### src/include/fe_consts.svh
`ifndef FE_CONSTS_SVH
`define FE_CONSTS_SVH

// nop encoding, andi r0, r0, 0
`define INST_NOP 32'h0340_0000

// first fetch address out of reset
`define PC_RESET 32'h1c00_0000

// instruction queue entries, keep it a power of two
`define IQ_DEPTH 8

// instructions carried per fetch packet
`define ISSUE_WIDTH 2

`endif

### src/source/fe_pkg.sv
package fe_pkg;

    // why the front end is being flushed, not decoded by anything yet
    typedef enum logic [1:0] {
        none,
        branch,
        excp,
        ertn
    } flush_cause_e;

    // one fetch packet, two instructions wide
    typedef struct packed {
        logic [31:0] inst0;
        logic [31:0] inst1;
        logic [31:0] pc;          // pc of inst0
        logic [31:0] pc_add;      // pc of inst1
        logic [31:0] pc_next;     // where fetch went after this packet
        logic        pc_taken;    // predicted taken
        logic [31:0] badv;        // faulting address if any
        logic [6:0]  exception;
        logic [1:0]  excp_flag;
        logic [1:0]  priv_flag;
        logic [1:0]  branch_flag;
    } fetch_pkt_t;

endpackage

### src/source/dec_pkg.sv
package dec_pkg;

    // decoded operation class
    typedef enum logic [2:0] {
        op_nop,
        op_alu_rr,
        op_alu_ri,
        op_load,
        op_store,
        op_branch,
        op_invalid
    } opcode_e;

    // result of one slot decoder
    typedef struct packed {
        opcode_e     op;
        logic [4:0]  rd;
        logic [4:0]  rj;
        logic [4:0]  rk;
        logic [31:0] imm;        // sign-extended
        logic        use_rj;
        logic        use_rk;
        logic        writes_rd;
    } dec_slot_t;

    // what the issue side sees each cycle
    typedef struct packed {
        dec_slot_t   slot0;
        dec_slot_t   slot1;
        logic [31:0] pc;
        logic        pair_ok;    // slot1 may go together with slot0
        logic [6:0]  exception;
        logic [1:0]  excp_flag;
    } issue_bundle_t;

endpackage

### src/source/inst_queue.sv
`timescale 1ns/1ns
`include "fe_consts.svh"

module inst_queue
    import fe_pkg::*;
(
    input  logic       clk,
    input  logic       arst_n,
    input  logic       flush,

    input  logic       fetch_valid,
    input  fetch_pkt_t fetch_pkt,
    output logic       fetch_ready,

    output logic       q_valid,
    output fetch_pkt_t q_pkt,
    input  logic       q_ready
);

    localparam int depth = `IQ_DEPTH;
    localparam int aw    = $clog2(depth);

    fetch_pkt_t mem [depth];

    // one extra bit on each pointer tells full from empty
    logic [aw:0] wr_ptr;
    logic [aw:0] rd_ptr;
    logic        full;
    logic        empty;
    logic        push;
    logic        pop;

    assign empty = (wr_ptr == rd_ptr);
    assign full  = (wr_ptr[aw] != rd_ptr[aw]) &&
                   (wr_ptr[aw-1:0] == rd_ptr[aw-1:0]);

    assign fetch_ready = !full;
    assign q_valid     = !empty;
    assign q_pkt       = mem[rd_ptr[aw-1:0]];   // head, no read latency

    assign push = fetch_valid && fetch_ready;
    assign pop  = q_valid && q_ready;

    always_ff @(posedge clk or negedge arst_n) begin
        if (!arst_n) begin
            wr_ptr <= '0;
            rd_ptr <= '0;
        end else if (flush) begin
            // drop everything queued, a write on this edge is lost too
            wr_ptr <= '0;
            rd_ptr <= '0;
        end else begin
            if (push)
                wr_ptr <= wr_ptr + 1'b1;
            if (pop)
                rd_ptr <= rd_ptr + 1'b1;
        end
    end

    // storage, contents only matter between the pointers
    always_ff @(posedge clk) begin
        if (push)
            mem[wr_ptr[aw-1:0]] <= fetch_pkt;
    end

endmodule

### src/source/fifo_id_stage.sv
`timescale 1ns/1ns
`include "fe_consts.svh"

module fifo_id_stage
    import fe_pkg::*;
(
    input  logic         clk,
    input  logic         arst_n,
    input  logic         flush,
    input  flush_cause_e flush_cause,   // reserved, nothing reads it yet

    input  logic         q_valid,
    input  fetch_pkt_t   q_pkt,
    input  logic         id_allowin,
    output logic         q_ready,

    output logic         stage_valid,
    output fetch_pkt_t   stage_pkt
);

    // empty slot: two nops sitting at the reset pc
    localparam fetch_pkt_t nop_pkt = '{
        inst0:   `INST_NOP,
        inst1:   `INST_NOP,
        pc:      `PC_RESET,
        pc_add:  `PC_RESET + 32'd4,
        pc_next: `PC_RESET + 32'd8,
        badv:    `PC_RESET,
        default: '0
    };

    logic drain;
    logic accept;

    assign q_ready = id_allowin;            // ready whenever decode takes a packet

    // decode consumed our packet and nothing waits behind it
    assign drain  = !q_valid && id_allowin && stage_valid;
    assign accept = q_valid && q_ready;

    always_ff @(posedge clk or negedge arst_n) begin
        if (!arst_n) begin
            stage_valid <= 1'b0;
            stage_pkt   <= nop_pkt;
        end else if (flush || drain) begin
            stage_valid <= 1'b0;
            stage_pkt   <= nop_pkt;
        end else if (accept) begin
            stage_valid <= 1'b1;
            stage_pkt   <= q_pkt;
        end
        // stalled, hold
    end

endmodule

### src/source/slot_decoder.sv
`timescale 1ns/1ns
`include "fe_consts.svh"

module slot_decoder
    import dec_pkg::*;
(
    input  logic [31:0] inst,
    output dec_slot_t   slot
);

    logic [5:0] major;

    assign major = inst[31:26];

    always_comb begin
        // fields sit at fixed positions for every format
        slot.rd        = inst[4:0];
        slot.rj        = inst[9:5];
        slot.rk        = inst[14:10];
        slot.imm       = {{20{inst[21]}}, inst[21:10]};
        slot.op        = op_invalid;
        slot.use_rj    = 1'b0;
        slot.use_rk    = 1'b0;
        slot.writes_rd = 1'b0;

        if (inst == `INST_NOP) begin
            slot.op = op_nop;           // full-word match, checked first
        end else begin
            case (major)
                6'b000001: begin        // reg-reg alu
                    slot.op        = op_alu_rr;
                    slot.use_rj    = 1'b1;
                    slot.use_rk    = 1'b1;
                    slot.writes_rd = 1'b1;
                end
                6'b000010: begin        // reg-imm alu
                    slot.op        = op_alu_ri;
                    slot.use_rj    = 1'b1;
                    slot.writes_rd = 1'b1;
                end
                6'b000011: begin
                    slot.op        = op_load;   // base in rj
                    slot.use_rj    = 1'b1;
                    slot.writes_rd = 1'b1;
                end
                6'b000100: begin
                    // store data comes from rd, base from rj
                    slot.op        = op_store;
                    slot.use_rj    = 1'b1;
                end
                6'b000101: begin
                    slot.op        = op_branch; // compares rj with rk
                    slot.use_rj    = 1'b1;
                    slot.use_rk    = 1'b1;
                end
                default: begin
                    slot.op = op_invalid;
                end
            endcase
        end
    end

endmodule

### src/source/id_bundle.sv
`timescale 1ns/1ns
`include "fe_consts.svh"

module id_bundle
    import fe_pkg::*;
    import dec_pkg::*;
(
    input  logic          clk,
    input  logic          arst_n,
    input  logic          flush,

    input  logic          stage_valid,
    input  fetch_pkt_t    stage_pkt,
    input  dec_slot_t     slots [`ISSUE_WIDTH],

    input  logic          id_allowin,
    output logic          id_valid,
    output issue_bundle_t id_bundle
);

    localparam dec_slot_t slot_clear = '{
        op: op_nop, rd: 5'd0, rj: 5'd0, rk: 5'd0, imm: 32'd0,
        use_rj: 1'b0, use_rk: 1'b0, writes_rd: 1'b0
    };

    localparam issue_bundle_t bundle_clear = '{
        slot0: slot_clear, slot1: slot_clear, pc: `PC_RESET,
        pair_ok: 1'b0, exception: 7'd0, excp_flag: 2'd0
    };

    logic          s0_wr;       // slot0 writes a real register
    logic          raw;
    logic          waw;
    logic          s0_ends;     // slot0 stops pairing by itself
    issue_bundle_t merged;

    assign s0_wr = slots[0].writes_rd && (slots[0].rd != 5'd0);

    assign raw = s0_wr &&
                 ((slots[1].use_rj && (slots[1].rj == slots[0].rd)) ||
                  (slots[1].use_rk && (slots[1].rk == slots[0].rd)));

    assign waw = s0_wr && slots[1].writes_rd && (slots[1].rd == slots[0].rd);

    assign s0_ends = (slots[0].op == op_branch) || (slots[0].op == op_invalid);

    always_comb begin
        merged.slot0     = slots[0];
        merged.slot1     = slots[1];
        merged.pc        = stage_pkt.pc;
        merged.pair_ok   = !(s0_ends || raw || waw);
        merged.exception = stage_pkt.exception;
        merged.excp_flag = stage_pkt.excp_flag;
    end

    always_ff @(posedge clk or negedge arst_n) begin
        if (!arst_n) begin
            id_valid  <= 1'b0;
            id_bundle <= bundle_clear;
        end else if (flush) begin
            id_valid  <= 1'b0;
            id_bundle <= bundle_clear;
        end else if (id_allowin) begin
            id_valid  <= stage_valid;   // one edge behind the stage
            id_bundle <= merged;
        end
    end

endmodule

### src/source/frontend_top.sv
`timescale 1ns/1ns
`include "fe_consts.svh"

module frontend_top
    import fe_pkg::*;
    import dec_pkg::*;
(
    input  logic          clk,
    input  logic          arst_n,
    input  logic          flush,
    input  flush_cause_e  flush_cause,

    input  logic          fetch_valid,
    input  fetch_pkt_t    fetch_pkt,
    output logic          fetch_ready,

    input  logic          id_allowin,
    output logic          id_valid,
    output issue_bundle_t id_bundle
);

    logic       q_valid;
    logic       q_ready;
    fetch_pkt_t q_pkt;
    logic       stage_valid;
    fetch_pkt_t stage_pkt;
    dec_slot_t  dec_slots [`ISSUE_WIDTH];

    inst_queue u_queue (
        .clk         (clk),
        .arst_n      (arst_n),
        .flush       (flush),
        .fetch_valid (fetch_valid),
        .fetch_pkt   (fetch_pkt),
        .fetch_ready (fetch_ready),
        .q_valid     (q_valid),
        .q_pkt       (q_pkt),
        .q_ready     (q_ready)
    );

    fifo_id_stage u_stage (
        .clk         (clk),
        .arst_n      (arst_n),
        .flush       (flush),
        .flush_cause (flush_cause),
        .q_valid     (q_valid),
        .q_pkt       (q_pkt),
        .id_allowin  (id_allowin),
        .q_ready     (q_ready),
        .stage_valid (stage_valid),
        .stage_pkt   (stage_pkt)
    );

    // one decoder per instruction of the packet
    for (genvar i = 0; i < `ISSUE_WIDTH; i++) begin : g_dec
        logic [31:0] inst_sel;

        assign inst_sel = (i == 0) ? stage_pkt.inst0 : stage_pkt.inst1;

        slot_decoder u_dec (
            .inst (inst_sel),
            .slot (dec_slots[i])
        );
    end

    id_bundle u_bundle (
        .clk         (clk),
        .arst_n      (arst_n),
        .flush       (flush),
        .stage_valid (stage_valid),
        .stage_pkt   (stage_pkt),
        .slots       (dec_slots),
        .id_allowin  (id_allowin),
        .id_valid    (id_valid),
        .id_bundle   (id_bundle)
    );

endmodule

### config.mk
export PLATFORM = sky130hd
export DESIGN_NAME = frontend_top
export DESIGN_NICKNAME = d
export VERILOG_FILES = /design/src/source/fe_pkg.sv /design/src/source/dec_pkg.sv /design/src/source/inst_queue.sv /design/src/source/fifo_id_stage.sv /design/src/source/slot_decoder.sv /design/src/source/id_bundle.sv /design/src/source/frontend_top.sv
export VERILOG_INCLUDE_DIRS = /design/src /design/src/include
export SDC_FILE = /design/constraint.sdc
export NUM_CORES = 1
export LEC_CHECK = 0
export BUFFER_PORTS_ARGS = -buffer_cell sky130_fd_sc_hd__clkbuf_2
export CAP_MARGIN = 20
export CORE_ASPECT_RATIO = 2
export CORE_MARGIN = 5
export CORE_UTILIZATION = 50
export CTS_BUF_LIST = sky130_fd_sc_hd__clkbuf_2 sky130_fd_sc_hd__clkbuf_4 sky130_fd_sc_hd__clkbuf_8
export CTS_CLUSTER_DIAMETER = 50
export DETAILED_ROUTE_END_ITERATION = 8
export MAX_ROUTING_LAYER = met4
export PLACE_DENSITY = 0.65
export SYNTH_ARGS = -nofsm -noshare
export SYNTH_HDL_FRONTEND = slang
export SYNTH_SLANG_ARGS = --single-unit
### constraint.sdc
create_clock -name clk -period 10.76 [get_ports clk]
set_input_delay 2.152 -clock clk [delete_from_list [all_inputs] [get_ports clk]]
set_output_delay 2.152 -clock clk [all_outputs]
set_load 0.005 [all_outputs]
==> results.txt, run 1 <==
status: complete, no violations
detailed-route wire length: 89800 um
max-slew violation count: 0
violation count after the first detailed-route iteration: 1253
Clock Latency Late Sink: 0.78 ns
Critical Path Fanout Max: 52
post-synth design cell area: 40300 um2
met1 global-route usage: 27.3%
first-pass GRT wire length: 136000 um
M2 GR Usage: 35.8%
hold_buf cts: 0
Pwr Density: 198 nW/um2
top_reg_cell synth: edfxtp_1
worst-margin pin slew: 1.07 ns
r2r setup slk: 6.46 ns
CTS root buf: clkbuf_8
Hold/Removal Path Class: register to register
Clock Path Buffers: 3
Vert. Die Dim: 411 um
Setup crit start kind: register
CP Data Required Time: 8.61 ns
post-DP HPWL: 49900 um
Tmin final: 4.48 ns
number of vias per cell: 5.68
GRT overflow: 0
total setup buffers inserted after CTS: 0
nets@finish: 2553
Final Cycle Share: 41.6%
I/O pins: 363
Pleak: 16.0 nW
post-route ant nets: 0
final setup TNS: 0 ns
cts repair resizes: 0
grt met3 use: 4.40%
Synth async-reset ratio: 20.2%
Post-Synthesis Cells: 2062
Synth Area per Inst: 19.5 um2
row cnt: 147
Syn. warnings: 0
final setup fails: 0
Placer Congestion: 0.797
Post-synth EDFFs: 840
Placed Instances: 3233
WHS: 0.484 ns
Num CTS Buffers: 145
area delta synth->final: 13.0%
Total GRT Usage: 21.7%
largest net degree at the start of global routing: 106
register bit total from synthesis: 1053
vias in the first global route: 21500
area leader, netlist: edfxtp_1
Max-cap violations: 0
drt drc: 0
drt pass-1 iters: 5
Sinks on Clock Net: 1053
GR peak layer: met2
initial antenna violation count: 15
register area share after synthesis: 75.9%
Setup Skew: 0.0245 ns
Crit. End Element: output pin
FMAX: 223 MHz
most frequent cells in the layout: edfxtp_1, clkbuf_2, mux4_2
Yosys top cell area share: 62.6%
CORE AREA: 80200 um2
quantity of I/O buffers inserted on ports: 259
clock-pin slew of the registers on the worst-case setup and hold paths: 0.06 ns
H-tree levels: 4
Final Hold Viols: 0
Worst EP arrival: 2.33 ns
share of layout cells above drive strength 1: 32.0%
most common cell after layout, fill and taps aside: edfxtp_1
initial core utilization: 50.2%
Die X: 211 um
vias: 20000
final non-filler cell total: 3515
unrepaired setup endpoints after global routing: no
drt wl/cell: 25.5 um
Mapped Nets: 2277
CTS tree: done
Distinct cells, synth: 48
main area contributors after synthesis: edfxtp_1, dfrtp_1, mux4_2
VDD IR max: 0.125 mV
crit path kind: register to output pin
die area: 86700 um2
Max transition margin: 28.7%
==> logic make-up after synthesis <==
logic type | synth area share [%]
DFF | 75.9
muxes | 16.5
and+or+nand+nor | 2.94
buffers and inverters | 2.25
AOI/OAI and AO/OA | 1.79
xor gates and xnor gates | 0.565
adders and majority gates | 0.0621
==> metrics by stage <==
| step | setup slack (ns) | util [%] | total power, mW | instance area [um2] |
|---|---|---|---|---|
| 2_1_floorplan | 0.188 | - | 5.55 | 40300 |
| 3_3_place_gp | 5.44 | 52.8 | 5.88 | 42300 |
| 3_5_place_dp | 5.41 | 52.8 | 5.91 | 42400 |
| 4_1_cts | 5.73 | 56.7 | 9.13 | 45500 |
| 5_1_grt | 5.95 | 56.7 | 9.41 | 45500 |
| 6_report | 6.28 | 56.7 | 9.01 | 45500 |
==> cell usage after synthesis, drive strengths merged, types with 5 or more instances <==
cell type    n
a21oi       13
buf        100
clkbuf      63
dfrtp      201
dfstp       12
edfxtp     840
inv          5
mux2i      191
mux4       210
nand2      114
nand3        6
nor2       119
nor3         8
nor4         5
o21ai      103
or4          8
xnor2       16
xor2        10
==> worst paths after layout <==
| path | startpoint | endpoint | depth (start not counted) |
|---|---|---|---|
| max | u_queue.rd_ptr[2] | fetch_ready | 3 |
| min | u_stage.stage_pkt[110] | u_stage.stage_pkt[110] | 2 |
| max reg2reg | u_queue.rd_ptr[2] | u_queue.mem[1][11] | 5 |
| min reg2reg | u_stage.stage_pkt[110] | u_stage.stage_pkt[110] | 2 |
| min in group asynchronous | arst_n | u_bundle.id_bundle[51] | 1 |
| max in group asynchronous | arst_n | u_bundle.id_bundle[30] | 2 |
==> layer usage <==
layer / wire (um) / share of wire, %
met1: 35800 / 40
met2: 46200 / 52
met3: 5410 / 6.0
met4: 2360 / 2.6
met5: 0 / 0
==> where the power goes <==
part	internal [mW]	total (mW)	switching, mW
sequential	4.59	4.74	0.147
clock	1.73	3.20	1.47
combinational	0.494	1.06	0.569
total	6.82	9.01	2.19
==> worst max-delay path, cell delays in order (launching register included) <==
cell	delay, ns
dfrtp_4	0.98
xnor2_1	0.25
nand4_1	0.16
clkbuf_2	0.15
==> final cells by class <==
type                       instances  area, um2
clock inverter                    56        465
clock buffer                     214       2640
sequential                      1053      30600
fill                            6183      34700
multi-input combinational        841       8850
tap                             1043       1310
timing repair buffer             292       1610
antenna                           11       27.5
inverter                           5       23.8
==> flip-flops by register name, summed over array words and instances (netlist names) <==
name,flops
u_queue.wr_ptr,4
u_bundle.id_valid,1
u_queue.mem,840
u_stage.stage_valid,1
u_queue.rd_ptr,4
u_bundle.id_bundle,98
u_stage.stage_pkt,105
Note: power is estimated with default switching activity, not from simulation.
==> run 2: changes to the inputs <==
ABC_AREA = 1   (was not set)
clock period = 4.22 ns   (was 10.76 ns; I/O delays follow)
==> run 2 against run 1 <==
  * Via count rose by 36%
  * Power rose to 2.8 times the previous value
  * Global-route usage rose by 2.5 points
  * Die area rose by 3.0%
  * Final cell count up 34%
  * Sequential power grew to 2.6 times the previous value
  * Design area up 3.0%
  * Critical path type unchanged
  * Register-to-register slack lost 5.1 ns
==> results.txt, run 2 <==
Placed Instances: 4422 (+37%)
final setup TNS: 0 ns (unchanged)
Synth Area per Inst: 12.5 um2 (-36%)
max-slew violation count: 0 (unchanged)
drt drc: 0 (unchanged)
die area: 89300 um2 (+3.0%)
most instantiated library cell after synthesis: nand2_1
Tot Pwr: 24.8 mW (+180%)
final setup fails: 0 (unchanged)
number of vias per cell: 5.76 (+1.4%)
commonest cells in the netlist: nand2_1, edfxtp_1, a21oi_1
vias in the first global route: 27400 (+27%)
post-synth design cell area: 41500 um2 (+3.1%)
area delta synth->final: 12.8%
most common cell after layout, fill and taps aside: nand2_1
Critical Path Fanout Max: 39 (-25%)
clock-pin slew of the registers on the worst-case setup and hold paths: 0.07 ns (about the same)
nets@finish: 3727 (+46%)
initial core utilization: 50.4% (+0.18 points)
Yosys top cell area share: 60.7% (-1.9 points)
Pwr Density: 530 nW/um2 (+170%)
Register Area: 30600 um2 (unchanged)
H-tree levels: 4 (unchanged)
area taken by multi-input logic gates: 9450 um2 (+6.7%)
worst-margin pin slew: 0.997 ns (-0.0731 ns)
drt wl/cell: 22.5 um (-12%)
Setup crit start kind: register
register area share after synthesis: 73.6% (-2.3 points)
Sinks on Clock Net: 1053 (unchanged)
total setup buffers inserted after CTS: 0 (unchanged)
share of layout cells above drive strength 1: 16.5% (-16 points)
largest net degree at the start of global routing: 192 (+81%)
Final Hold Viols: 0 (unchanged)
cts repair resizes: 0 (unchanged)
drt pass-1 iters: 5 (unchanged)
Post-Synthesis Cells: 3318 (+61%)
WHS: 0.328 ns (-0.157 ns)
final non-filler cell total: 4703 (+34%)
Worst EP arrival: 2.08 ns (-0.25 ns)
Distinct cells, synth: 28 (-42%)
Clock Latency Late Sink: 0.79 ns (about the same)
Clock Path Buffers: 3 (unchanged)
Max-cap violations: 0 (unchanged)
top_reg_cell synth: edfxtp_1
most frequent cells in the layout: nand2_1, edfxtp_1, a21oi_1
Mapped Nets: 3533 (+55%)
violation count after the first detailed-route iteration: 2070 (+65%)
Pleak: 18.9 nW (+18%)
I/O pins: 363 (unchanged)
Die X: 214 um (+1.5%)
first-pass GRT wire length: 160000 um (+18%)
fill count: 6800 (+10%)
CTS tree: done
max reg flops: 840 (unchanged)
post-route ant nets: 0 (unchanged)
Tmin final: 2.92 ns
crit path kind: register to output pin
row cnt: 149 (+1.4%)
Num CTS Buffers: 144 (-0.69%)
final core utilization: 56.9% (+0.13 points)
detailed-route wire length: 106000 um (+18%)
Placer Congestion: 0.779 (-2.3%)
CP Data Required Time: 3.38 ns (-5.23 ns)
Total GRT Usage: 24.2% (+2.5 points)
register bit total from synthesis: 1053 (unchanged)
unrepaired setup endpoints after global routing: no
initial antenna violation count: 14 (-1)
Post-synth EDFFs: 840 (unchanged)
Crit. End Element: output pin
VDD IR max: 0.340 mV (+170%)
CTS root buf: clkbuf_8
Setup Skew: 0.0477 ns (+0.0232 ns)
main area contributors after synthesis: edfxtp_1, dfrtp_1, nand2_1
hold_buf cts: 1 (+1)
Vert. Die Dim: 418 um (+1.5%)
area leader, netlist: edfxtp_1
Syn. warnings: 0 (unchanged)
post-DP HPWL: 55700 um (+12%)
Final Cycle Share: 69.2%
FMAX: 342 MHz
vias: 27100 (+36%)
Max transition margin: 33.5% (+4.9 points)
quantity of I/O buffers inserted on ports: 259 (unchanged)
Hold/Removal Path Class: input port to register
CORE AREA: 82400 um2 (+2.8%)
status: complete, no violations
Synth async-reset ratio: 20.2% (unchanged)
GRT overflow: 0 (unchanged)
==> run 2: changes by cell type after synthesis, moves of 26 or more <==
cell | previous run | this run
a21oi_1 | 13 | 384
a22o_1 | 1 | 240
buf_1 | 8 | 36
clkbuf_1 | 62 | 131
inv_1 | 5 | 87
mux2i_1 | 191 | 0
mux4_2 | 210 | 0
nand2_1 | 114 | 922
nand3_1 | 6 | 117
nor2_1 | 119 | 93
==> run 2: cells by family (layout without fill, tap and decap cells) <==
family	Yosys count	after routing	synth area share, %
flops	1053	1053	73.6
other cells	0	13	0
compound gates	738	738	11.2
simple gates	1153	1153	10.9
xor+xnor	20	20	0.422
buf+inv	352	667	3.83
fa+ha+maj	2	2	0.0602
==> run 2: path summary, 6_finish.rpt <==
path	startpoint	endpoint	slack, ns	cells after the start
worst max-delay path	u_queue.rd_ptr[0]	fetch_ready	1.30	5
worst min-delay path	fetch_pkt[158]	u_queue.mem[6][158]	0.33	1
worst max register to register	u_queue.rd_ptr[0]	u_stage.stage_pkt[140]	1.35	7
worst min register to register	u_stage.stage_pkt[6]	u_stage.stage_pkt[6]	0.47	2
max in group asynchronous	arst_n	u_stage.stage_pkt[136]	2.69	3
min in group asynchronous	arst_n	u_stage.stage_pkt[116]	0.62	2
==> run 2: where the power goes <==
group,internal [mW],switching (mW)
clock,4.39,3.77
combinational,1.53,2.93
sequential,11.8,0.421
==> run 2: routing by layer <==
layer	vias to the layer above	global-route usage, %	part of all wire, %
met5	-	-	0
li1	12200	-	-
met1	13600	30.4	40
met4	0	10.2	3.3
met2	1064	38.9	50
met3	243	4.52	7.0
==> run 2: worst max-delay path: stages, from the launching register on <==
cell and delay (ns):
dfrtp_4 0.68, xnor2_1 0.27, nand2_1 0.07, nor2_1 0.08, nand2_1 0.07, clkbuf_2 0.13
==> run 2: per-stage QoR <==
stage               area (um2)  worst slack (ns)
finish                   46900              1.30
global route             46900              1.09
CTS                      46800              1.20
detailed placement       43800              1.34
global placement         43800              1.37
floorplan                41600            -0.185
==> run 2: cell type report <==
type | count | share of cell area [%]
sequential | 1053 | 65.3
multi-input combinational | 1913 | 20.2
clock buffer | 221 | 5.73
timing repair buffer | 311 | 4.40
tap | 1057 | 2.82
clock inverter | 46 | 0.817
inverter | 89 | 0.745
antenna | 13 | 0.0694
